--- src/source/icache_pkg.sv ---
package icache_pkg;

  // address and data widths on both the fetch side and AXI
  localparam int ADDR_WIDTH = 32;
  localparam int WORD_WIDTH = 32;

  // line geometry
  localparam int LINE_WORDS    = 4;
  localparam int OFFSET_BITS   = 4;                        // byte offset within a line
  localparam int WORD_SEL_BITS = $clog2(LINE_WORDS);       // word index within a line
  localparam int BYTE_BITS     = OFFSET_BITS - WORD_SEL_BITS;

  // AXI read length field
  localparam int LEN_WIDTH = 8;
  localparam logic [LEN_WIDTH-1:0] SINGLE_LEN = 8'd0;      // one beat
  localparam logic [LEN_WIDTH-1:0] BURST_LEN  = 8'd3;      // four beats, whole line

  // how a request is served, picked from its address region
  typedef enum logic [1:0] {
    fill_bypass,   // uncached, single read, nothing stored
    fill_burst,    // one wrapping burst
    fill_single    // flash, four single reads
  } fill_kind_e;

endpackage

--- src/source/icache_way.sv ---
`timescale 1ns/10ps

module icache_way #(
  parameter int INDEX_BITS = 4,
  parameter int TAG_BITS   = 24
) (
  input  logic                  clock,
  input  logic                  reset,
  input  logic [INDEX_BITS-1:0] index,
  input  logic                  write_enable,
  input  logic [TAG_BITS-1:0]   write_tag,
  input  logic [icache_pkg::LINE_WORDS-1:0][icache_pkg::WORD_WIDTH-1:0] write_line,
  input  logic                  invalidate_all,
  output logic                  valid,
  output logic [TAG_BITS-1:0]   tag,
  output logic [icache_pkg::LINE_WORDS-1:0][icache_pkg::WORD_WIDTH-1:0] line
);

  localparam int SETS = 1 << INDEX_BITS;

  logic [SETS-1:0]     valid_bits;
  logic [TAG_BITS-1:0] tags [SETS];
  logic [icache_pkg::LINE_WORDS-1:0][icache_pkg::WORD_WIDTH-1:0] lines [SETS];

  always_ff @(posedge clock) begin
    if (reset || invalidate_all) begin  // fencei wins over a fill write
      valid_bits <= '0;
    end else if (write_enable) begin
      valid_bits[index] <= 1'b1;
    end
  end

  always_ff @(posedge clock) begin
    if (write_enable) begin
      tags[index]  <= write_tag;
      lines[index] <= write_line;
    end
  end

  // combinational lookup
  assign valid = valid_bits[index];
  assign tag   = tags[index];
  assign line  = lines[index];

endmodule

--- config.mk ---
export PLATFORM = sky130hd
export DESIGN_NAME = icache_way
export DESIGN_NICKNAME = d
export VERILOG_FILES = /design/src/source/icache_pkg.sv /design/src/source/icache_way.sv
export SDC_FILE = /design/constraint.sdc
export NUM_CORES = 2
export LEC_CHECK = 0
export BUFFER_PORTS_ARGS = -buffer_cell sky130_fd_sc_hd__buf_2
export CORE_ASPECT_RATIO = 1.5
export CORE_UTILIZATION = 34
export DETAILED_ROUTE_END_ITERATION = 8
export PLACE_DENSITY = 0.58
export SYNTH_ARGS = -nofsm -noshare
export SYNTH_HDL_FRONTEND = slang
export SYNTH_SLANG_ARGS = --single-unit
--- constraint.sdc ---
create_clock -name clock -period 15 [get_ports clock]
set_input_delay 3 -clock clock [delete_from_list [all_inputs] [get_ports clock]]
set_output_delay 3 -clock clock [all_outputs]
set_load 0.01 [all_outputs]
==> summary.md <==
The core region is 266000 um2. The H-tree generated during clock tree synthesis spans 4 levels. The most common cell in the synthesized netlist is edfxtp_1. After routing, the total negative slack on setup checks comes to 0 ns. The min-delay analysis places its worst path in the category reg -> reg.

After clock tree synthesis, the clock-pin slew on the worst setup and hold paths is 0.06 ns. The wire length of the first global-routing pass is 326 mm, and the critical-path maximum fanout is 70. The clock passes through at most 4 buffers. For the total count of max-transition violations in the final report, the log shows 18. By area the synthesized netlist is led by edfxtp_1, mux4_2, a22oi_1. The worst reg-to-reg setup slack is 14.39 ns, and the number of buffers inserted by port buffering is 312. Die width: 425 um. For the first-pass iteration count of the detailed router, the log shows 5. Setup violations remaining at the end of the flow were counted as 0. Sort of element at the start of the critical path: a primary input. The area added between synthesis and finish works out to 14.8%. Largest area contributor in the netlist: edfxtp_1. The final critical-path share of the clock period came out at 62.6%. Counting the buffers created by CTS gives 233. TritonCTS built the clock tree.

VDD sags by at most 0.0989 mV. The flow ran to the end, but the final reports show violations. Cell internal power was estimated by the tool at 0.0112 W. The master cell of the clock root buffer is clkbuf_16.

Hold repair after CTS inserted 0 buffers. The tools report the number of standard cells after synthesis as 3770. The die covers 270000 um2. The worst setup path is captured at an output pin. After the last flow step, the layout net total stands at 4352. The area of the mapped netlist came out at 91200 um2. The overall fraction of global-route tracks in use was 16.8%; the post-CTS repair timing setup buffer count was 0.

Most frequently used flop master after synthesis: edfxtp_1. The fraction of layout instances using a drive strength above 1 was 31.2%. The slowest stage cell on the critical path is buf_4. The startpoint identified for the worst hold timing path is valid_bits[2].

Counting every net in the synthesized netlist gives 3930. Setup repair after global routing left no endpoint under its margin. The commonest cells after synthesis are edfxtp_1, mux4_2, a22oi_1.

Across the routed clock network, the largest skew measured is 0 ns. In this run the mean area of a mapped cell was 24.2 um2. During I/O placement, the number of pins put on the boundary was 313. The startpoint identified for the worst register-to-register timing path is valid_bits[9].

The switching part of the total is 21.3%, and the via count of the first global-routing pass is 44600. The effective utilization at floorplan is 34.2%. For this run, asynchronously set or reset flops after synthesis account for 0%. At the pin with the least slew margin, the transition time is 1.51 ns.

The clock drives 2448 sinks. The half-perimeter wire length after detailed placement is 111 mm, and the logic gate share of total power is 5.1%. The average wire per standard cell was 29.0 um; the number of placement rows was 232. After detailed routing, the number of remaining DRC violations is 0. The number of synthesized register bits works out to 2448. The total via count in the routed design is 42100, and the minimum clock period after layout is 9.39 ns.

For this block, the initial DRC count from the detailed router was 3828. The run gives 229 mm as the routed wire length. The checks that failed: slew limit. The largest single stage delay on the critical path is 0.90 ns. Dividing the detail-routed via count by the number of cells gives 5.32.

The initial antenna violation count was 60; the total leakage power was 32.8 nW. In this run the biggest area consumer among cell types represents 80.1% of the synthesized area. Entering global routing, the biggest net connects 146 pins.

Number of antenna-violating nets in the routed design: 0. For the worst path required time, the log shows 12.00 ns. The synthesized design contains 2432 enable-type register cells.

After clock tree synthesis, the repair step resized 0 gates. The run gives 0 as the final number of hold-violating endpoints. The netlist uses 19 different library cells. The type of the setup path with the least slack is in -> out. For this design the ratio of total power to cell area is 136 nW/um2.

The warning count from the yosys run was 0; the switching power summed over all nets was 0.00303 W. Global routing finished with a remaining overflow of 0. The relative contribution of the clock network to total power is 41.0%, and the proportion of synthesized chip area in sequential cells is 80.4%.

The critical path buffer and inverter count was 4; the clock latency reported for the late side of the worst-skew pair was 0.87 ns. Routability-driven placement finished with a final weighted congestion of 0.702. The share of total power dissipated in sequential elements is 53.9%. The highest attainable clock frequency came out at 106 MHz. STA puts the critical path data arrival time at 6.39 ns. The tools report the start point of the critical path as index[1].

In this run the tightest slew margin relative to its limit is -0.604%. The count of max-cap constraint violations was 0. The worst hold slack across all endpoints was 0.464 ns; the height of the chip was 636 um.

The cell that appears most often on the critical path is buf_4. The dominant delay contributor by cell family on the critical path was buffers and inverters. Traced cell by cell, the critical path runs through buf_8 > buf_4 > buf_4 > mux4_2 > a22oi_1 > nand2_1 > buf_2.
==> cell usage in the layout, fill, tap and decap left out <==
| cell type | count |
|---|---|
| nor2_4 | 17 |
| nand2b_1 | 2 |
| nand3_1 | 1 |
| clkinv_8 | 1 |
| a22oi_1 | 306 |
| or2_2 | 1 |
| inv_16 | 2 |
| nand2_1 | 154 |
| dfxtp_1 | 16 |
| mux4_2 | 612 |
| clkbuf_16 | 235 |
| bufinv_16 | 23 |
| inv_4 | 1 |
| clkinvlp_4 | 9 |
| o21a_1 | 16 |
| inv_6 | 5 |
| nand3b_1 | 2 |
| buf_2 | 310 |
| buf_4 | 63 |
| buf_8 | 2 |
| clkbuf_8 | 4 |
| clkinv_1 | 38 |
| diode_2 | 17 |
| clkinv_4 | 4 |
| nor2_1 | 1 |
| or3b_2 | 1 |
| buf_12 | 18 |
| clkinv_16 | 2 |
| nor2b_4 | 2 |
| and2_4 | 1 |
| edfxtp_1 | 2432 |
| clkinv_2 | 51 |
| inv_8 | 1 |
| clkbuf_1 | 46 |
==> power by group through the flow <==
stage                     clock network [W]  registers, W  logic (W)
final                               0.00584       0.00769   0.000731
after CTS                           0.00600       0.00769   0.000751
after floorplan                           0       0.00785   0.000411
after detailed placement                  0       0.00784   0.000750
after global routing                0.00622       0.00769   0.000786
after global placement                    0       0.00783   0.000740
==> area by class of cell <==
class	count	area, um2
Clock inverter	137	1370
Multi-Input combinational cell	1116	17100
Sequential cell	2448	73400
Antenna cell	17	42.5
Timing Repair Buffer	393	2410
Fill cell	23600	162000
Tap cell	3510	4390
Clock buffer	285	6110
==> per-layer routing <==
layer  GRT usage [%]  up-vias  wire [um]
met5               0        -        187
met1            22.2    23200      93300
met3            2.81      401      12700
met2            28.3     1271     117000
met4            5.41       30       6740
li1                -    17200          -
==> logic make-up (layout without fill, tap and decap cells) <==
group           count (synthesis)  after routing  synth area share, %
compound gates                322            322                 2.65
buf+inv                       206            815                 1.04
flops                        2448           2448                 80.4
mux                           612            612                 15.1
other cells                     0             17                    0
simple gates                  182            182                0.781
==> stage by stage <==
step                      setup slack, ns  power (W)  cell area (um2)  util (%)  instances
final                                5.61     0.0143           105000      39.3       7906
after global routing                 5.41     0.0147           105000      39.3       7900
after CTS                            5.56     0.0144           105000      39.3       7889
after detailed placement             5.58    0.00859            97200      36.5       7467
after global placement               5.50    0.00857            97200      36.5       7467
after floorplan                      4.02    0.00826            91200         -       3770
==> worst paths after layout <==
check / to / depth (start not counted)
worst max-delay path: line[102] / 7
worst min-delay path: valid_bits[2] / 1
worst max register to register: valid_bits[9] / 1
worst min register to register: valid_bits[2] / 1
==> sequential cells by signal (all words and copies together), names as in the netlist <==
| register | flops |
|---|---|
| lines | 2048 |
| valid_bits | 16 |
| tags | 384 |
No activity file was read; power rests on OpenSTA's default activity.
