**src/source/icache_pkg.sv**
```systemverilog
package icache_pkg;

  // address and data widths on both the fetch side and AXI
  localparam int ADDR_WIDTH = 32;
  localparam int WORD_WIDTH = 32;

  // line geometry
  localparam int LINE_WORDS    = 4;
  localparam int OFFSET_BITS   = 4;                        // byte offset within a line
  localparam int WORD_SEL_BITS = $clog2(LINE_WORDS);       // word index within a line
  localparam int BYTE_BITS     = OFFSET_BITS - WORD_SEL_BITS;

  // AXI read length field
  localparam int LEN_WIDTH = 8;
  localparam logic [LEN_WIDTH-1:0] SINGLE_LEN = 8'd0;      // one beat
  localparam logic [LEN_WIDTH-1:0] BURST_LEN  = 8'd3;      // four beats, whole line

  // how a request is served, picked from its address region
  typedef enum logic [1:0] {
    fill_bypass,   // uncached, single read, nothing stored
    fill_burst,    // one wrapping burst
    fill_single    // flash, four single reads
  } fill_kind_e;

endpackage

```
**src/source/icache_ctrl.sv**
```systemverilog
`timescale 1ns/10ps

module icache_ctrl #(
  parameter int INDEX_BITS = 4,
  parameter logic [icache_pkg::ADDR_WIDTH-1:0] UNCACHED_LIMIT = 32'h3000_0000,
  parameter logic [icache_pkg::ADDR_WIDTH-1:0] BURST_BASE     = 32'ha000_0000
) (
  input  logic clock,
  input  logic reset,

  input  logic                              fetch_valid,
  input  logic [icache_pkg::ADDR_WIDTH-1:0] fetch_addr,
  output logic                              fetch_ready,
  output logic                              resp_valid,
  output logic [icache_pkg::WORD_WIDTH-1:0] resp_data,
  input  logic                              fencei,

  output logic                              ar_valid,
  input  logic                              ar_ready,
  output logic [icache_pkg::ADDR_WIDTH-1:0] ar_addr,
  output logic [icache_pkg::LEN_WIDTH-1:0]  ar_len,
  input  logic                              r_valid,
  input  logic [icache_pkg::WORD_WIDTH-1:0] r_data,
  input  logic                              r_last,
  output logic                              r_ready,

  output logic [INDEX_BITS-1:0] index,

  input  logic                                                          way0_valid,
  input  logic [icache_pkg::ADDR_WIDTH-INDEX_BITS-icache_pkg::OFFSET_BITS-1:0] way0_tag,
  input  logic [icache_pkg::LINE_WORDS-1:0][icache_pkg::WORD_WIDTH-1:0] way0_line,
  input  logic                                                          way1_valid,
  input  logic [icache_pkg::ADDR_WIDTH-INDEX_BITS-icache_pkg::OFFSET_BITS-1:0] way1_tag,
  input  logic [icache_pkg::LINE_WORDS-1:0][icache_pkg::WORD_WIDTH-1:0] way1_line,

  output logic                                                          way0_write,
  output logic                                                          way1_write,
  output logic [icache_pkg::ADDR_WIDTH-INDEX_BITS-icache_pkg::OFFSET_BITS-1:0] write_tag,
  output logic [icache_pkg::LINE_WORDS-1:0][icache_pkg::WORD_WIDTH-1:0] write_line,
  output logic                                                          invalidate_all
);

  localparam int TAG_LSB  = icache_pkg::OFFSET_BITS + INDEX_BITS;
  localparam int TAG_BITS = icache_pkg::ADDR_WIDTH - TAG_LSB;
  localparam int SETS     = 1 << INDEX_BITS;
  localparam int WSB      = icache_pkg::WORD_SEL_BITS;

  typedef enum logic [2:0] {
    idle,
    bypass,
    burst,
    single_request,
    single_wait
  } state_e;

  state_e state;

  logic [icache_pkg::ADDR_WIDTH-1:0] req_addr;  // accepted miss address
  icache_pkg::fill_kind_e            req_kind;
  icache_pkg::fill_kind_e            fetch_kind;
  logic [SETS-1:0]                   replace_bits;  // way to fill next, per set
  logic [WSB-1:0]                    beat_count;
  logic [icache_pkg::LINE_WORDS-1:0][icache_pkg::WORD_WIDTH-1:0] line_buf;
  logic [icache_pkg::LINE_WORDS-1:0][icache_pkg::WORD_WIDTH-1:0] fill_line;

  logic [INDEX_BITS-1:0] fetch_index;
  logic [INDEX_BITS-1:0] req_index;
  logic [TAG_BITS-1:0]   fetch_tag;
  logic [WSB-1:0]        fetch_word;
  logic [WSB-1:0]        req_word;
  logic [WSB-1:0]        beat_pos;
  logic [WSB-1:0]        next_pos;
  logic                  accept;
  logic                  hit0;
  logic                  hit1;
  logic                  fetch_hit;
  logic                  beat;
  logic                  final_beat;
  logic                  fill_write;

  assign fetch_index = fetch_addr[TAG_LSB-1:icache_pkg::OFFSET_BITS];
  assign fetch_tag   = fetch_addr[icache_pkg::ADDR_WIDTH-1:TAG_LSB];
  assign fetch_word  = fetch_addr[icache_pkg::OFFSET_BITS-1:icache_pkg::BYTE_BITS];
  assign req_index   = req_addr[TAG_LSB-1:icache_pkg::OFFSET_BITS];
  assign req_word    = req_addr[icache_pkg::OFFSET_BITS-1:icache_pkg::BYTE_BITS];

  // region classification
  always_comb begin
    if (fetch_addr < UNCACHED_LIMIT) begin
      fetch_kind = icache_pkg::fill_bypass;
    end else if (fetch_addr >= BURST_BASE) begin
      fetch_kind = icache_pkg::fill_burst;
    end else begin
      fetch_kind = icache_pkg::fill_single;
    end
  end

  assign fetch_ready = (state == idle);
  assign accept      = fetch_valid && fetch_ready;
  assign index       = (state == idle) ? fetch_index : req_index;

  assign hit0      = way0_valid && (way0_tag == fetch_tag);
  assign hit1      = way1_valid && (way1_tag == fetch_tag);
  assign fetch_hit = (fetch_kind != icache_pkg::fill_bypass) && (hit0 || hit1);

  assign r_ready = (state == bypass) || (state == burst) || (state == single_wait);
  assign beat    = r_valid && r_ready;

  assign beat_pos = req_word + beat_count;  // wraps within the line
  assign next_pos = beat_pos + 1'b1;

  always_comb begin
    case (state)
      bypass:      final_beat = beat;
      burst:       final_beat = beat && r_last;
      single_wait: final_beat = beat && (beat_count == WSB'(icache_pkg::LINE_WORDS - 1));
      default:     final_beat = 1'b0;
    endcase
  end

  // last beat goes straight into the way, merged with the buffered ones
  always_comb begin
    fill_line           = line_buf;
    fill_line[beat_pos] = r_data;
  end

  assign fill_write     = final_beat && (req_kind != icache_pkg::fill_bypass);
  assign way0_write     = fill_write && !replace_bits[req_index];
  assign way1_write     = fill_write && replace_bits[req_index];
  assign write_tag      = req_addr[icache_pkg::ADDR_WIDTH-1:TAG_LSB];
  assign write_line     = fill_line;
  assign invalidate_all = fencei && fetch_ready;

  always_ff @(posedge clock) begin
    if (reset) begin
      state        <= idle;
      ar_valid     <= 1'b0;
      resp_valid   <= 1'b0;
      beat_count   <= '0;
      replace_bits <= '0;
    end else begin
      resp_valid <= 1'b0;
      case (state)
        idle: begin
          if (accept) begin
            if (fetch_hit) begin
              resp_valid                <= 1'b1;
              replace_bits[fetch_index] <= hit0;  // point away from the hit way
            end else begin
              ar_valid   <= 1'b1;
              beat_count <= '0;
              case (fetch_kind)
                icache_pkg::fill_bypass: state <= bypass;
                icache_pkg::fill_burst:  state <= burst;
                default:                 state <= single_request;
              endcase
            end
          end
        end
        bypass, burst: begin
          if (ar_valid && ar_ready) begin
            ar_valid <= 1'b0;
          end
          if (final_beat) begin
            state <= idle;
          end
        end
        single_request: begin
          if (ar_ready) begin
            ar_valid <= 1'b0;
            state    <= single_wait;
          end
        end
        single_wait: begin
          if (final_beat) begin
            state <= idle;
          end else if (beat) begin
            ar_valid <= 1'b1;  // next word of the line
            state    <= single_request;
          end
        end
        default: state <= idle;
      endcase

      if (beat) begin
        beat_count <= beat_count + 1'b1;
        if (beat_count == '0) begin
          resp_valid <= 1'b1;  // requested word comes first
        end
      end
      if (fill_write) begin
        replace_bits[req_index] <= ~replace_bits[req_index];
      end
    end
  end

  always_ff @(posedge clock) begin
    if (state == idle && accept) begin
      req_addr  <= fetch_addr;
      req_kind  <= fetch_kind;
      ar_addr   <= fetch_addr;
      ar_len    <= (fetch_kind == icache_pkg::fill_burst) ? icache_pkg::BURST_LEN
                                                          : icache_pkg::SINGLE_LEN;
      resp_data <= hit1 ? way1_line[fetch_word] : way0_line[fetch_word];
    end
    if (beat) begin
      line_buf[beat_pos] <= r_data;
      if (beat_count == '0) begin
        resp_data <= r_data;
      end
    end
    if (state == single_wait && beat && !final_beat) begin
      ar_addr <= {req_addr[icache_pkg::ADDR_WIDTH-1:icache_pkg::OFFSET_BITS], next_pos,
                  {icache_pkg::BYTE_BITS{1'b0}}};
    end
  end

endmodule

```
**config.mk**
```make
export PLATFORM = sky130hd
export DESIGN_NAME = icache_ctrl
export DESIGN_NICKNAME = d
export VERILOG_FILES = /design/src/source/icache_pkg.sv /design/src/source/icache_ctrl.sv
export SDC_FILE = /design/constraint.sdc
export NUM_CORES = 1
export LEC_CHECK = 0
export ABC_AREA = 1
export ABC_CLOCK_PERIOD_IN_PS = 2950
export BUFFER_PORTS_ARGS = -buffer_cell sky130_fd_sc_hd__buf_2
export CAP_MARGIN = 20
export CORE_AREA = 2 2 237 239
export CTS_BUF_LIST = sky130_fd_sc_hd__clkbuf_8
export DETAILED_ROUTE_END_ITERATION = 16
export DIE_AREA = 0 0 239 241
export HOLD_SLACK_MARGIN = 0.03
export MAX_ROUTING_LAYER = met4
export PLACE_DENSITY = 0.48
export SETUP_SLACK_MARGIN = 0.02
export SYNTH_ARGS = -nofsm -noshare
export SYNTH_HDL_FRONTEND = slang
export SYNTH_SLANG_ARGS = --single-unit
```
**constraint.sdc**
```tcl
create_clock -name clock -period 2.95 [get_ports clock]
set_input_delay 0.295 -clock clock [delete_from_list [all_inputs] [get_ports clock]]
set_output_delay 0.295 -clock clock [all_outputs]
set_load 0.005 [all_outputs]
```
==> results of run 1 <==
==> metal layers <==
| metal | part of all wire (%) | wire length (um) | vias up | GRT usage (%) |
|---|---|---|---|---|
| li1 | - | - | 6675 | - |
| met1 | 38 | 25900 | 6903 | 24.2 |
| met2 | 52 | 35000 | 636 | 40.9 |
| met3 | 6.7 | 4560 | 114 | 4.77 |
| met4 | 3.6 | 2460 | 0 | 8.30 |
| met5 | 0 | 0 | - | - |
==> final timing paths <==
path	start	endpoint	slack [ns]	cells after the start
worst max-delay path	beat_count[0]	write_line[15]	0.09	8
worst min-delay path	r_data[8]	resp_data[8]	0.07	3
worst max register to register	state[2]	state[2]	0.60	9
worst min register to register	ar_addr[0]	ar_addr[0]	0.46	2
==> through the flow <==
step	instance area, um^2	hold WS [ns]	power [mW]	worst slack, ns	std cells
after floorplan	13900	0.364	9.17	0.139	1572
after global routing	19400	0.0571	17.3	-0.0466	2952
after CTS	18900	0.0311	15.8	-0.0698	2921
after detailed placement	17500	0.457	12.5	0.465	2781
after global placement	17500	0.447	12.4	0.487	2781
final	19400	0.0715	16.5	0.0865	2955
==> area by class of cell <==
| cell class | instances | area share, % |
|---|---|---|
| well taps | 704 | 4.54 |
| inverters | 91 | 1.86 |
| clock buffers | 50 | 3.54 |
| flip-flops and latches | 247 | 35.3 |
| repair buffers | 694 | 21.3 |
| diodes | 22 | 0.284 |
| clock inverters | 36 | 0.851 |
| multi-input cells | 1111 | 32.3 |
==> what timing repair did <==
| action | 4_1_cts | 5_1_grt |
|---|---|---|
| endpoints found under the setup margin | 128 | 129 |
| hold buffers | 54 | 0 |
| resized for setup | 9 | 51 |
| buffers inserted | 0 | 2 |
| cloned | 0 | 10 |
| hold endpoints to repair | 67 | 0 |
| pin swaps | 1 | 4 |
==> critical path, cell delays in order (launching register included) <==
cell and delay, ns:
sky130_fd_sc_hd__dfxtp_4 0.36, sky130_fd_sc_hd__ha_2 0.19, sky130_fd_sc_hd__xor2_2 0.18, sky130_fd_sc_hd__xor2_2 0.16, sky130_fd_sc_hd__buf_6 0.14, sky130_fd_sc_hd__ha_4 0.22, sky130_fd_sc_hd__clkbuf_16 0.20, sky130_fd_sc_hd__mux2_2 0.35
sky130_fd_sc_hd__buf_2 0.16
==> cell usage in the layout (no fill, tap or decap), types with 8 or more instances in the layout <==
| master | n |
|---|---|
| sky130_fd_sc_hd__a21oi_1 | 24 |
| sky130_fd_sc_hd__a22oi_1 | 8 |
| sky130_fd_sc_hd__a31oi_1 | 36 |
| sky130_fd_sc_hd__buf_12 | 13 |
| sky130_fd_sc_hd__buf_2 | 601 |
| sky130_fd_sc_hd__buf_4 | 13 |
| sky130_fd_sc_hd__clkbuf_8 | 50 |
| sky130_fd_sc_hd__dfxtp_1 | 56 |
| sky130_fd_sc_hd__diode_2 | 22 |
| sky130_fd_sc_hd__dlygate4sd3_1 | 54 |
| sky130_fd_sc_hd__edfxtp_1 | 190 |
| sky130_fd_sc_hd__inv_1 | 100 |
| sky130_fd_sc_hd__mux2_2 | 103 |
| sky130_fd_sc_hd__mux2_4 | 25 |
| sky130_fd_sc_hd__nand2_1 | 238 |
| sky130_fd_sc_hd__nand3_1 | 57 |
| sky130_fd_sc_hd__nor2_1 | 292 |
| sky130_fd_sc_hd__o211ai_1 | 33 |
| sky130_fd_sc_hd__o21ai_0 | 194 |
| sky130_fd_sc_hd__o21ai_1 | 11 |
| sky130_fd_sc_hd__o22ai_1 | 36 |
==> power groups by stage <==
| stage | logic [mW] | registers (mW) | clock network [mW] |
|---|---|---|---|
| detailed placement | 6.70 | 5.80 | 0 |
| global route | 8.01 | 5.88 | 3.38 |
| global placement | 6.66 | 5.78 | 0 |
| floorplan | 3.42 | 5.75 | 0 |
| finish | 7.56 | 5.76 | 3.16 |
| CTS | 6.84 | 5.75 | 3.26 |
==> cell families after synthesis <==
group	Yosys count	share of synthesized area [%]
XOR/XNOR	12	0.756
flip-flops	247	49.2
other	1	0.0270
AO/OA/AOI/OAI	348	14.0
AND/OR/NAND/NOR	610	17.8
adder cells (fa/ha/maj)	7	0.630
multiplexers	128	10.4
buffers and inverters	214	7.13
==> flip-flops by register name, indices dropped and copies added, names as in the netlist <==
| register | count |
|---|---|
| ar_addr | 32 |
| ar_len | 1 |
| ar_valid | 1 |
| beat_count | 2 |
| line_buf | 128 |
| replace_bits | 16 |
| req_addr | 30 |
| req_kind | 1 |
| resp_data | 32 |
| resp_valid | 1 |
| state | 3 |
==> impl_metrics.prom, run 1 <==
# TYPE chip_impl_metric gauge
chip_impl_metric{name="synth_cell_type_count",unit=""} 40
chip_impl_metric{name="share_clk_of_total_power",unit="%"} 19.2
chip_impl_metric{name="report.final.setup_viol",unit=""} 0
chip_impl_info{name="netlist.top_cell.by_area",value="sky130_fd_sc_hd__edfxtp_1"} 1
chip_impl_metric{name="pin_count_of_the_biggest_net_entering_global_routing",unit=""} 132
chip_impl_metric{name="globalplace.congestion",unit=""} 0.922
chip_impl_metric{name="hpwlAfterDp",unit="um"} 51300
chip_impl_info{name="synth.most_common_cell",value="sky130_fd_sc_hd__nor2_1"} 1
chip_impl_metric{name="final_antenna_net_count",unit=""} 0
chip_impl_metric{name="final_period_minus_worst_setup_slack",unit="ns"} 2.86
chip_impl_metric{name="postSynthRegisterBits",unit=""} 247
chip_impl_metric{name="drt_pre_antenna_iters",unit=""} 4
chip_impl_metric{name="synth_area",unit="mm^2"} 0.0139
chip_impl_metric{name="power.switching",unit="mW"} 6.22
chip_impl_metric{name="route.detailed.drc",unit=""} 0
chip_impl_metric{name="vias_per_cell",unit=""} 4.85
chip_impl_metric{name="place.port_buffers",unit=""} 605
chip_impl_metric{name="critPathMaxFanout",unit=""} 8
chip_impl_metric{name="report.final.hold_viol_count",unit=""} 0
chip_impl_info{name="tritoncts",value="built"} 1
chip_impl_metric{name="vdd_drop_max",unit="V"} 0.000468
chip_impl_metric{name="crit_required",unit="ns"} 2.65
chip_impl_metric{name="power-per-cell-area",unit="mW/mm^2"} 849
chip_impl_info{name="yosys-top-cells-count",value="293 x sky130_fd_sc_hd__nor2_1, 240 x sky130_fd_sc_hd__nand2_1, 194 x sky130_fd_sc_hd__o21ai_0, 190 x sky130_fd_sc_hd__edfxtp_1, 128 x sky130_fd_sc_hd__mux2_2"} 1
chip_impl_metric{name="asyncSetResetFlopFracSynth",unit="%"} 0
chip_impl_metric{name="routed-via-count",unit=""} 14300
chip_impl_metric{name="achievable-frequency",unit="MHz"} 349
chip_impl_info{name="worst-setup-path-type",value="reg2out"} 1
chip_impl_metric{name="timing_worst_slew_pin_value",unit="ns"} 0.899
chip_impl_metric{name="regArea",unit="mm^2"} 0.00685
chip_impl_metric{name="fp-row-count",unit=""} 86
chip_impl_metric{name="number_of_nets_at_the_end_of_the_flow",unit=""} 2576
chip_impl_metric{name="max_cap_violations",unit=""} 0
chip_impl_metric{name="cts.sink_count",unit=""} 247
chip_impl_metric{name="final_max_slew_viol_count",unit=""} 0
chip_impl_metric{name="number_of_drc_violations_after_detailed_routing_iteration_0",unit=""} 859
chip_impl_metric{name="post_synth.cell_area_avg",unit="um^2"} 8.88
chip_impl_metric{name="worst_case_clock_skew",unit="ns"} 0.0370
chip_impl_info{name="critical_path_source_type",value="register"} 1
chip_impl_info{name="netlist_top_cells_area",value="sky130_fd_sc_hd__edfxtp_1 41%, sky130_fd_sc_hd__mux2_2 10%, sky130_fd_sc_hd__dfxtp_1 8.2%"} 1
chip_impl_metric{name="die_area",unit="mm^2"} 0.0576
chip_impl_metric{name="gr-total-overflow",unit=""} 0
chip_impl_metric{name="cellLeakagePower",unit="nW"} 8.55
chip_impl_metric{name="vias_in_the_first_global_route",unit=""} 13700
chip_impl_metric{name="drive_above_1_share",unit="%"} 38.9
chip_impl_info{name="holdCritPathClass",value="in2reg"} 1
chip_impl_metric{name="synth-seq-area-share",unit="%"} 49.2
chip_impl_metric{name="route.detailed.wl_per_inst",unit="um"} 23.0
chip_impl_metric{name="yosysWarningCount",unit=""} 0
chip_impl_metric{name="power.share.sequential",unit="%"} 35.0
chip_impl_info{name="grt_setup_unrepaired",value="yes"} 1
chip_impl_metric{name="grt_antenna_before_repair",unit=""} 27
chip_impl_metric{name="max_slew_margin",unit="%"} 40.1
chip_impl_metric{name="cp.arrival",unit="ns"} 2.57
chip_impl_metric{name="multiInputGateArea",unit="mm^2"} 0.00628
chip_impl_info{name="cp-end-kind",value="output port"} 1
chip_impl_metric{name="filler_cell_count",unit=""} 5810
chip_impl_metric{name="timing.final.crit_share",unit="%"} 97.1
chip_impl_metric{name="maximum_count_of_clock_buffers_along_a_single_path",unit=""} 3
chip_impl_metric{name="grt_util_all_layers",unit="%"} 22.6
chip_impl_metric{name="core_region",unit="mm^2"} 0.0549
chip_impl_metric{name="switching_share",unit="%"} 37.7
chip_impl_metric{name="design.portCount",unit=""} 612
chip_impl_metric{name="die_h",unit="um"} 241
chip_impl_metric{name="cts_made_buffers",unit=""} 47
chip_impl_metric{name="first_pass_grt_wire_length",unit="um"} 91600
chip_impl_metric{name="synth_edf_count",unit=""} 190
chip_impl_metric{name="p_int",unit="mW"} 10.3
chip_impl_metric{name="htree_levels",unit=""} 2
chip_impl_metric{name="clock_latency",unit="ns"} 0.62
chip_impl_metric{name="fin_util",unit="%"} 35.4
chip_impl_info{name="cts_root_buf",value="sky130_fd_sc_hd__clkbuf_8"} 1
chip_impl_metric{name="areaGrowthSynthToFinish",unit="%"} 39.6
chip_impl_metric{name="cts.clk_slew.worst_paths",unit="ns"} 0.06
chip_impl_metric{name="postRouteWirelength",unit="um"} 68000
chip_impl_metric{name="die_w",unit="um"} 239
chip_impl_metric{name="fin_tns_setup",unit="ns"} 0
chip_impl_metric{name="postSynthCellCount",unit=""} 1567
chip_impl_info{name="result_of_the_run",value="complete, no violations"} 1
chip_impl_info{name="synth_ff_type",value="sky130_fd_sc_hd__edfxtp_1"} 1
chip_impl_metric{name="combinationalPowerShare",unit="%"} 45.9
chip_impl_metric{name="start_util",unit="%"} 25.3
chip_impl_metric{name="synth_top_area_share",unit="%"} 41.0
Note: power is estimated with default switching activity, not from simulation.
==> run 2: changes to the inputs <==
--- a/config.mk
+++ b/config.mk
@@ -16,7 +16,8 @@
 export HOLD_SLACK_MARGIN = 0.03
 export MAX_ROUTING_LAYER = met4
 export PLACE_DENSITY = 0.48
-export SETUP_SLACK_MARGIN = 0.02
+export SETUP_SLACK_MARGIN = 0.15
+export SLEW_MARGIN = 40
 export SYNTH_ARGS = -nofsm -noshare
 export SYNTH_HDL_FRONTEND = slang
 export SYNTH_SLANG_ARGS = --single-unit
==> impl_metrics.prom, run 2 (synthesized netlist as in run 1, its figures left out) <==
# TYPE chip_impl_metric gauge
chip_impl_info{name="tritoncts",value="built"} 1
chip_impl_metric{name="final_period_minus_worst_setup_slack",unit="ns"} 2.95
chip_impl_metric{name="place.port_buffers",unit=""} 605
chip_impl_metric{name="dp_cells",unit=""} 2780
chip_impl_info{name="grt_setup_unrepaired",value="yes"} 1
chip_impl_metric{name="areaGrowthSynthToFinish",unit="%"} 48.9
chip_impl_metric{name="core_region",unit="mm^2"} 0.0549
chip_impl_metric{name="cp.arrival",unit="ns"} 2.65
chip_impl_metric{name="power-per-cell-area",unit="mW/mm^2"} 901
chip_impl_metric{name="globalplace.congestion",unit=""} 0.917
chip_impl_metric{name="grt_antenna_before_repair",unit=""} 28
chip_impl_metric{name="hpwlAfterDp",unit="um"} 50900
chip_impl_metric{name="design.portCount",unit=""} 612
chip_impl_metric{name="pin_count_of_the_biggest_net_entering_global_routing",unit=""} 131
chip_impl_metric{name="maximum_count_of_clock_buffers_along_a_single_path",unit=""} 3
chip_impl_metric{name="number_of_drc_violations_after_detailed_routing_iteration_0",unit=""} 945
chip_impl_metric{name="number_of_nets_at_the_end_of_the_flow",unit=""} 2596
chip_impl_metric{name="route.detailed.drc",unit=""} 0
chip_impl_info{name="worst-setup-path-type",value="reg2out"} 1
chip_impl_info{name="rr_startpoint",value="state[2]"} 1
chip_impl_metric{name="route.detailed.wl_per_inst",unit="um"} 23.1
chip_impl_metric{name="die_area",unit="mm^2"} 0.0576
chip_impl_metric{name="routed-via-count",unit=""} 14400
chip_impl_metric{name="vias_in_the_first_global_route",unit=""} 14200
chip_impl_metric{name="final_antenna_net_count",unit=""} 0
chip_impl_metric{name="report.final.hold_viol_count",unit=""} 0
chip_impl_metric{name="timing.final.crit_share",unit="%"} 99.8
chip_impl_info{name="largest_register_by_flop_count",value="line_buf"} 1
chip_impl_metric{name="post_dp_cell_area",unit="mm^2"} 0.0175
chip_impl_metric{name="gr-total-overflow",unit=""} 0
chip_impl_metric{name="die_h",unit="um"} 241
chip_impl_metric{name="clock_latency",unit="ns"} 0.63
chip_impl_metric{name="die_w",unit="um"} 239
chip_impl_metric{name="final_max_slew_viol_count",unit=""} 0
chip_impl_info{name="cp-end-kind",value="output port"} 1
chip_impl_info{name="cts_root_buf",value="sky130_fd_sc_hd__clkbuf_8"} 1
chip_impl_metric{name="htree_levels",unit=""} 2
chip_impl_info{name="layout.cells.most_common",value="sky130_fd_sc_hd__buf_2"} 1
chip_impl_metric{name="layout.cell_area.non_filler",unit="mm^2"} 0.0207
chip_impl_metric{name="drt_pre_antenna_iters",unit=""} 5
chip_impl_metric{name="vias_per_cell",unit=""} 4.82
chip_impl_metric{name="first_pass_grt_wire_length",unit="um"} 95000
chip_impl_metric{name="achievable-frequency",unit="MHz"} 340
chip_impl_info{name="holdCritPathClass",value="in2reg"} 1
chip_impl_metric{name="timing_worst_slew_pin_value",unit="ns"} 0.877
chip_impl_metric{name="max_cap_violations",unit=""} 0
chip_impl_info{name="rr_endpoint",value="ar_addr[2]"} 1
chip_impl_metric{name="cellLeakagePower",unit="nW"} 9.25
chip_impl_metric{name="max_slew_margin",unit="%"} 41.5
chip_impl_metric{name="drive_above_1_share",unit="%"} 39.6
chip_impl_metric{name="r2r.worst_path.cells",unit=""} 10
chip_impl_info{name="timing.hold.worst_endpoint",value="resp_data[11]"} 1
chip_impl_metric{name="flip_flop_count_of_the_largest_register_all_copies_and_words_added",unit=""} 128
chip_impl_metric{name="postRouteWirelength",unit="um"} 68900
chip_impl_metric{name="stdcell_count",unit=""} 2983
chip_impl_metric{name="reg2reg_slack",unit="ns"} 0.42
chip_impl_metric{name="worst_case_clock_skew",unit="ns"} 0.0388
chip_impl_metric{name="fp-row-count",unit=""} 86
chip_impl_metric{name="cts_made_buffers",unit=""} 47
chip_impl_metric{name="cts.clk_slew.worst_paths",unit="ns"} 0.06
chip_impl_metric{name="cell_depth_of_the_worst_hold_path",unit=""} 3
chip_impl_info{name="reg_top3",value="line_buf x128, ar_addr x32, resp_data x32"} 1
chip_impl_metric{name="crit_required",unit="ns"} 2.65
chip_impl_metric{name="critPathMaxFanout",unit=""} 8
chip_impl_metric{name="fin_tns_setup",unit="ns"} 0
chip_impl_metric{name="power",unit="mW"} 18.7
chip_impl_info{name="hold_path_startpoint",value="r_data[11]"} 1
chip_impl_metric{name="start_util",unit="%"} 25.3
chip_impl_metric{name="vdd_drop_max",unit="V"} 0.000667
chip_impl_metric{name="grt_util_all_layers",unit="%"} 23.3
chip_impl_metric{name="cts.sink_count",unit=""} 247
chip_impl_info{name="result_of_the_run",value="complete, no violations"} 1
chip_impl_info{name="layout_common_cells",value="498 x sky130_fd_sc_hd__buf_2, 291 x sky130_fd_sc_hd__nor2_1, 237 x sky130_fd_sc_hd__nand2_1"} 1
chip_impl_info{name="critical_path_source_type",value="register"} 1
chip_impl_metric{name="report.final.setup_viol",unit=""} 0
run 2: changes by cell type in the layout (fill, tap and decap cells not counted), moves of 5 or more:
| cell | delta |
|---|---|
| sky130_fd_sc_hd__buf_6 | +104 |
| sky130_fd_sc_hd__buf_2 | -103 |
| sky130_fd_sc_hd__mux2_2 | -78 |
| sky130_fd_sc_hd__mux2_4 | +78 |
| sky130_fd_sc_hd__buf_4 | +14 |
| sky130_fd_sc_hd__buf_16 | +8 |
| sky130_fd_sc_hd__diode_2 | +6 |
| sky130_fd_sc_hd__clkbuf_8 | +5 |
run 2: final cells by class:
class                           instances  area, um^2
Antenna cell                           28        70.1
Clock buffer                           55         757
Clock inverter                         33         183
Fill cell                            5669       34200
Inverter                               91         367
Multi-Input combinational cell       1111        6560
Sequential cell                       247        6850
Tap cell                              704         881
Timing Repair Buffer                  714        5040
run 2: power by group:
group	switching, mW	internal, mW	total, mW
combinational	4.63	4.85	9.48
sequential	0.441	5.34	5.78
clock	1.61	1.80	3.41
total	6.68	12.0	18.7
run 2: routing by layer:
metal	global-route usage, %	vias to the layer above	routed length, um
li1	-	6743	-
met1	25.6	6947	26500
met2	41.3	568	35400
met3	5.20	116	4510
met4	8.39	0	2490
met5	-	-	0
run 2: worst max path at each step:
| stage | end | slack, ns | start |
|---|---|---|---|
| global route | write_line[93] | -0.15 | req_addr[2] |
| finish | write_line[93] | 0.005 | beat_count[0] |
| global placement | ar_addr[2] | 0.34 | state[2] |
| detailed placement | ar_addr[2] | 0.34 | state[2] |
| CTS | write_line[93] | -0.04 | req_addr[2] |
| floorplan | ar_addr[10] | 0.16 | state[2] |
run 2: metrics by stage:
| stage | hold slack (ns) | setup WS [ns] | util [%] |
|---|---|---|---|
| finish | 0.0685 | 0.00457 | 37.7 |
| CTS | 0.0307 | -0.0386 | 36.9 |
| detailed placement | 0.449 | 0.337 | 31.9 |
| global route | 0.0551 | -0.151 | 37.7 |
| floorplan | 0.364 | 0.157 | - |
| global placement | 0.447 | 0.340 | 31.9 |
run 2: critical path: stages, from the launching register on:
cell	delay [ns]
sky130_fd_sc_hd__dfxtp_2	0.36
sky130_fd_sc_hd__ha_2	0.18
sky130_fd_sc_hd__xor2_1	0.17
sky130_fd_sc_hd__xor2_1	0.22
sky130_fd_sc_hd__buf_4	0.18
sky130_fd_sc_hd__inv_4	0.05
sky130_fd_sc_hd__ha_4	0.19
sky130_fd_sc_hd__buf_12	0.14
sky130_fd_sc_hd__buf_16	0.14
sky130_fd_sc_hd__mux2_4	0.31
sky130_fd_sc_hd__buf_6	0.12
run 2: repair_timing:
action	4_1_cts	5_1_grt
resized for setup	215	54
hold endpoints to repair	60	0
cloned	8	4
buffers inserted	10	10
setup endpoints to repair	129	131
hold buffers	55	0
pin swaps	3	0
==> run 3: changes to the inputs <==
--- a/config.mk
+++ b/config.mk
@@ -9,13 +9,13 @@
 export ABC_CLOCK_PERIOD_IN_PS = 2950
 export BUFFER_PORTS_ARGS = -buffer_cell sky130_fd_sc_hd__buf_2
 export CAP_MARGIN = 20
-export CORE_AREA = 2 2 237 239
+export CORE_AREA = 2 2 240 242
 export CTS_BUF_LIST = sky130_fd_sc_hd__clkbuf_8
 export DETAILED_ROUTE_END_ITERATION = 16
-export DIE_AREA = 0 0 239 241
+export DIE_AREA = 0 0 242 244
 export HOLD_SLACK_MARGIN = 0.03
 export MAX_ROUTING_LAYER = met4
-export PLACE_DENSITY = 0.48
+export PLACE_DENSITY = 0.47
 export SETUP_SLACK_MARGIN = 0.15
 export SLEW_MARGIN = 40
 export SYNTH_ARGS = -nofsm -noshare
==> constraint.sdc (replaced) <==
create_clock -name clock -period 2.95 [get_ports clock]
set_input_delay 0.59 -clock clock [delete_from_list [all_inputs] [get_ports clock]]
set_output_delay 0.59 -clock clock [all_outputs]
set_load 0.005 [all_outputs]
==> impl_metrics.prom, run 3 (synthesized netlist as in run 1, its figures left out) <==
# TYPE chip_impl_metric gauge
chip_impl_metric{name="grt_util_all_layers",unit="%"} 22.9
chip_impl_metric{name="hpwlAfterDp",unit="um"} 51900
chip_impl_metric{name="gr-total-overflow",unit=""} 0
chip_impl_info{name="layout_common_cells",value="540 x sky130_fd_sc_hd__buf_2, 291 x sky130_fd_sc_hd__nor2_1, 236 x sky130_fd_sc_hd__nand2_1"} 1
chip_impl_metric{name="met2_track_usage_gr",unit="%"} 41.5
chip_impl_metric{name="layout.cell_area.non_filler",unit="mm^2"} 0.0200
chip_impl_metric{name="reg2reg_slack",unit="ns"} 0.63
chip_impl_metric{name="die_h",unit="um"} 244
chip_impl_metric{name="flip_flop_count_of_the_largest_register_all_copies_and_words_added",unit=""} 128
chip_impl_metric{name="drt_pre_antenna_iters",unit=""} 5
chip_impl_metric{name="grtUsageMet3",unit="%"} 4.69
chip_impl_metric{name="maximum_count_of_clock_buffers_along_a_single_path",unit=""} 3
chip_impl_metric{name="clock_latency",unit="ns"} 0.64
chip_impl_metric{name="first_pass_grt_wire_length",unit="um"} 96800
chip_impl_metric{name="start_util",unit="%"} 24.8
chip_impl_metric{name="filler_cell_count",unit=""} 5946
chip_impl_metric{name="final_critical_path_setup_slack",unit="ns"} -0.309
chip_impl_info{name="largest_register_by_flop_count",value="line_buf"} 1
chip_impl_metric{name="report.final.hold_viol_count",unit=""} 0
chip_impl_metric{name="cts.clk_slew.worst_paths",unit="ns"} 0.06
chip_impl_metric{name="p_int",unit="mW"} 11.5
chip_impl_metric{name="report.final.setup_viol",unit=""} 128
chip_impl_info{name="cp-end-kind",value="output port"} 1
chip_impl_info{name="layout.cells.most_common",value="sky130_fd_sc_hd__buf_2"} 1
chip_impl_metric{name="number_of_drc_violations_after_detailed_routing_iteration_0",unit=""} 1008
chip_impl_metric{name="vias_per_cell",unit=""} 4.78
chip_impl_metric{name="die_w",unit="um"} 242
chip_impl_info{name="holdCritPathClass",value="in2reg"} 1
chip_impl_metric{name="cp.arrival",unit="ns"} 2.67
chip_impl_metric{name="max_slew_margin",unit="%"} 45.4
chip_impl_metric{name="finalHoldWorstSlack",unit="ns"} 0.174
chip_impl_metric{name="critPathMaxFanout",unit=""} 8
chip_impl_metric{name="drive_above_1_share",unit="%"} 41.2
chip_impl_metric{name="final_antenna_net_count",unit=""} 0
chip_impl_metric{name="vias_in_the_first_global_route",unit=""} 14000
chip_impl_metric{name="timing_worst_slew_pin_value",unit="ns"} 0.819
chip_impl_info{name="tritoncts",value="built"} 1
chip_impl_metric{name="place.port_buffers",unit=""} 605
chip_impl_info{name="grt_setup_unrepaired",value="yes"} 1
chip_impl_metric{name="grt_antenna_before_repair",unit=""} 30
chip_impl_info{name="top_usage_layer",value="met2"} 1
chip_impl_metric{name="post_dp_cell_area",unit="mm^2"} 0.0176
chip_impl_metric{name="timing.final.crit_share",unit="%"} 110
chip_impl_metric{name="power.share.sequential",unit="%"} 31.9
chip_impl_metric{name="max_cap_violations",unit=""} 0
chip_impl_metric{name="pin_count_of_the_biggest_net_entering_global_routing",unit=""} 131
chip_impl_metric{name="cts.sink_count",unit=""} 247
chip_impl_metric{name="power.switching",unit="mW"} 6.62
chip_impl_info{name="violated_checks",value="setup timing"} 1
chip_impl_metric{name="globalplace.congestion",unit=""} 0.936
chip_impl_metric{name="design.portCount",unit=""} 612
chip_impl_metric{name="final_period_minus_worst_setup_slack",unit="ns"} 3.26
chip_impl_info{name="cts_root_buf",value="sky130_fd_sc_hd__clkbuf_8"} 1
chip_impl_info{name="result_of_the_run",value="finished, violations left"} 1
chip_impl_info{name="worst-setup-path-type",value="reg2out"} 1
chip_impl_metric{name="vdd_drop_max",unit="V"} 0.000630
chip_impl_metric{name="routed-via-count",unit=""} 14200
chip_impl_info{name="reg_top3",value="line_buf x128, ar_addr x32, resp_data x32"} 1
chip_impl_metric{name="cts_made_buffers",unit=""} 47
chip_impl_metric{name="gr-usage-met1",unit="%"} 25.3
chip_impl_metric{name="share_clk_of_total_power",unit="%"} 18.3
chip_impl_info{name="critical_path_source_type",value="register"} 1
chip_impl_metric{name="switching_share",unit="%"} 36.5
chip_impl_metric{name="number_of_nets_at_the_end_of_the_flow",unit=""} 2547
chip_impl_metric{name="power",unit="mW"} 18.1
chip_impl_metric{name="detailedPlace.worstSlack",unit="ns"} 0.274
chip_impl_metric{name="combinationalPowerShare",unit="%"} 49.8
chip_impl_metric{name="fin_tns_setup",unit="ns"} -32.11
chip_impl_metric{name="postRouteWirelength",unit="um"} 69000
chip_impl_metric{name="route.detailed.drc",unit=""} 0
chip_impl_metric{name="dp_cells",unit=""} 2838
chip_impl_metric{name="route.detailed.wl_per_inst",unit="um"} 23.2
chip_impl_metric{name="areaGrowthSynthToFinish",unit="%"} 43.9
chip_impl_metric{name="worst_case_clock_skew",unit="ns"} 0.0439
chip_impl_metric{name="stdcell_count",unit=""} 2977
chip_impl_metric{name="achievable-frequency",unit="MHz"} 307
chip_impl_metric{name="fin_util",unit="%"} 35.6
chip_impl_metric{name="hold_buffers",unit=""} 0
chip_impl_metric{name="cellLeakagePower",unit="nW"} 8.94
chip_impl_metric{name="core_region",unit="mm^2"} 0.0562
chip_impl_metric{name="htree_levels",unit=""} 2
chip_impl_metric{name="die_area",unit="mm^2"} 0.0590
chip_impl_metric{name="fp-row-count",unit=""} 87
chip_impl_metric{name="crit_required",unit="ns"} 2.36
chip_impl_metric{name="final_max_slew_viol_count",unit=""} 0
chip_impl_metric{name="power-per-cell-area",unit="mW/mm^2"} 906
-- run 3: changes by cell type in the layout (fill, tap and decap cells not counted), moves of 5 or more --
cell                            previous run  this run
sky130_fd_sc_hd__a22oi_1                   8         1
sky130_fd_sc_hd__a22oi_2                   0         7
sky130_fd_sc_hd__buf_6                   110        67
sky130_fd_sc_hd__dlygate4sd3_1            55         0
sky130_fd_sc_hd__diode_2                  28        19
sky130_fd_sc_hd__buf_2                   498       540
sky130_fd_sc_hd__mux2_2                   25        31
sky130_fd_sc_hd__clkbuf_8                 55        50
sky130_fd_sc_hd__mux2_4                  103        97
-- run 3: worst max-delay path, cell delays in order (launching register included) --
cell and delay [ns]:
sky130_fd_sc_hd__edfxtp_1 0.36, sky130_fd_sc_hd__ha_2 0.20, sky130_fd_sc_hd__xor2_2 0.14, sky130_fd_sc_hd__xor2_1 0.14
sky130_fd_sc_hd__buf_4 0.16, sky130_fd_sc_hd__buf_6 0.11, sky130_fd_sc_hd__ha_4 0.19, sky130_fd_sc_hd__buf_12 0.15
sky130_fd_sc_hd__buf_16 0.15, sky130_fd_sc_hd__mux2_4 0.32, sky130_fd_sc_hd__buf_6 0.12
-- run 3: cell type report --
cell class / count / area, um^2 / area share (%)
Clock inverter: 38 / 205 / 1.03
Sequential cell: 247 / 6850 / 34.2
Clock buffer: 50 / 688 / 3.44
Timing Repair Buffer: 665 / 4320 / 21.6
Inverter: 91 / 369 / 1.84
Antenna cell: 19 / 47.5 / 0.238
Multi-Input combinational cell: 1111 / 6590 / 32.9
Tap cell: 756 / 946 / 4.73
-- run 3: power groups by stage --
stage | clock network (mW) | registers [mW] | logic, mW
5_1_grt | 3.52 | 5.91 | 9.55
4_1_cts | 3.39 | 5.78 | 8.58
2_1_floorplan | 0 | 5.74 | 3.43
3_5_place_dp | 0 | 5.81 | 6.69
3_3_place_gp | 0 | 5.79 | 6.65
6_report | 3.31 | 5.79 | 9.03
-- run 3: path summary, 6_finish.rpt --
check	start	to	depth (start not counted)
worst max-delay path	req_addr[2]	write_line[55]	10
worst min-delay path	fetch_addr[31]	req_addr[31]	1
worst max register to register	req_addr[2]	line_buf[56]	10
worst min register to register	ar_addr[0]	ar_addr[0]	2
-- run 3: timing repair --
item | in CTS | in global routing
cloned | 7 | 5
resized for setup | 178 | 36
setup buffers | 13 | 7
pin swaps | 6 | 9
setup endpoints to repair | 130 | 130
-- run 3: per-layer routing --
metal | routed length, um | up-vias
met3 | 4620 | 113
met5 | 0 | -
met2 | 36200 | 606
met4 | 2010 | 0
met1 | 26200 | 6892
li1 | - | 6622
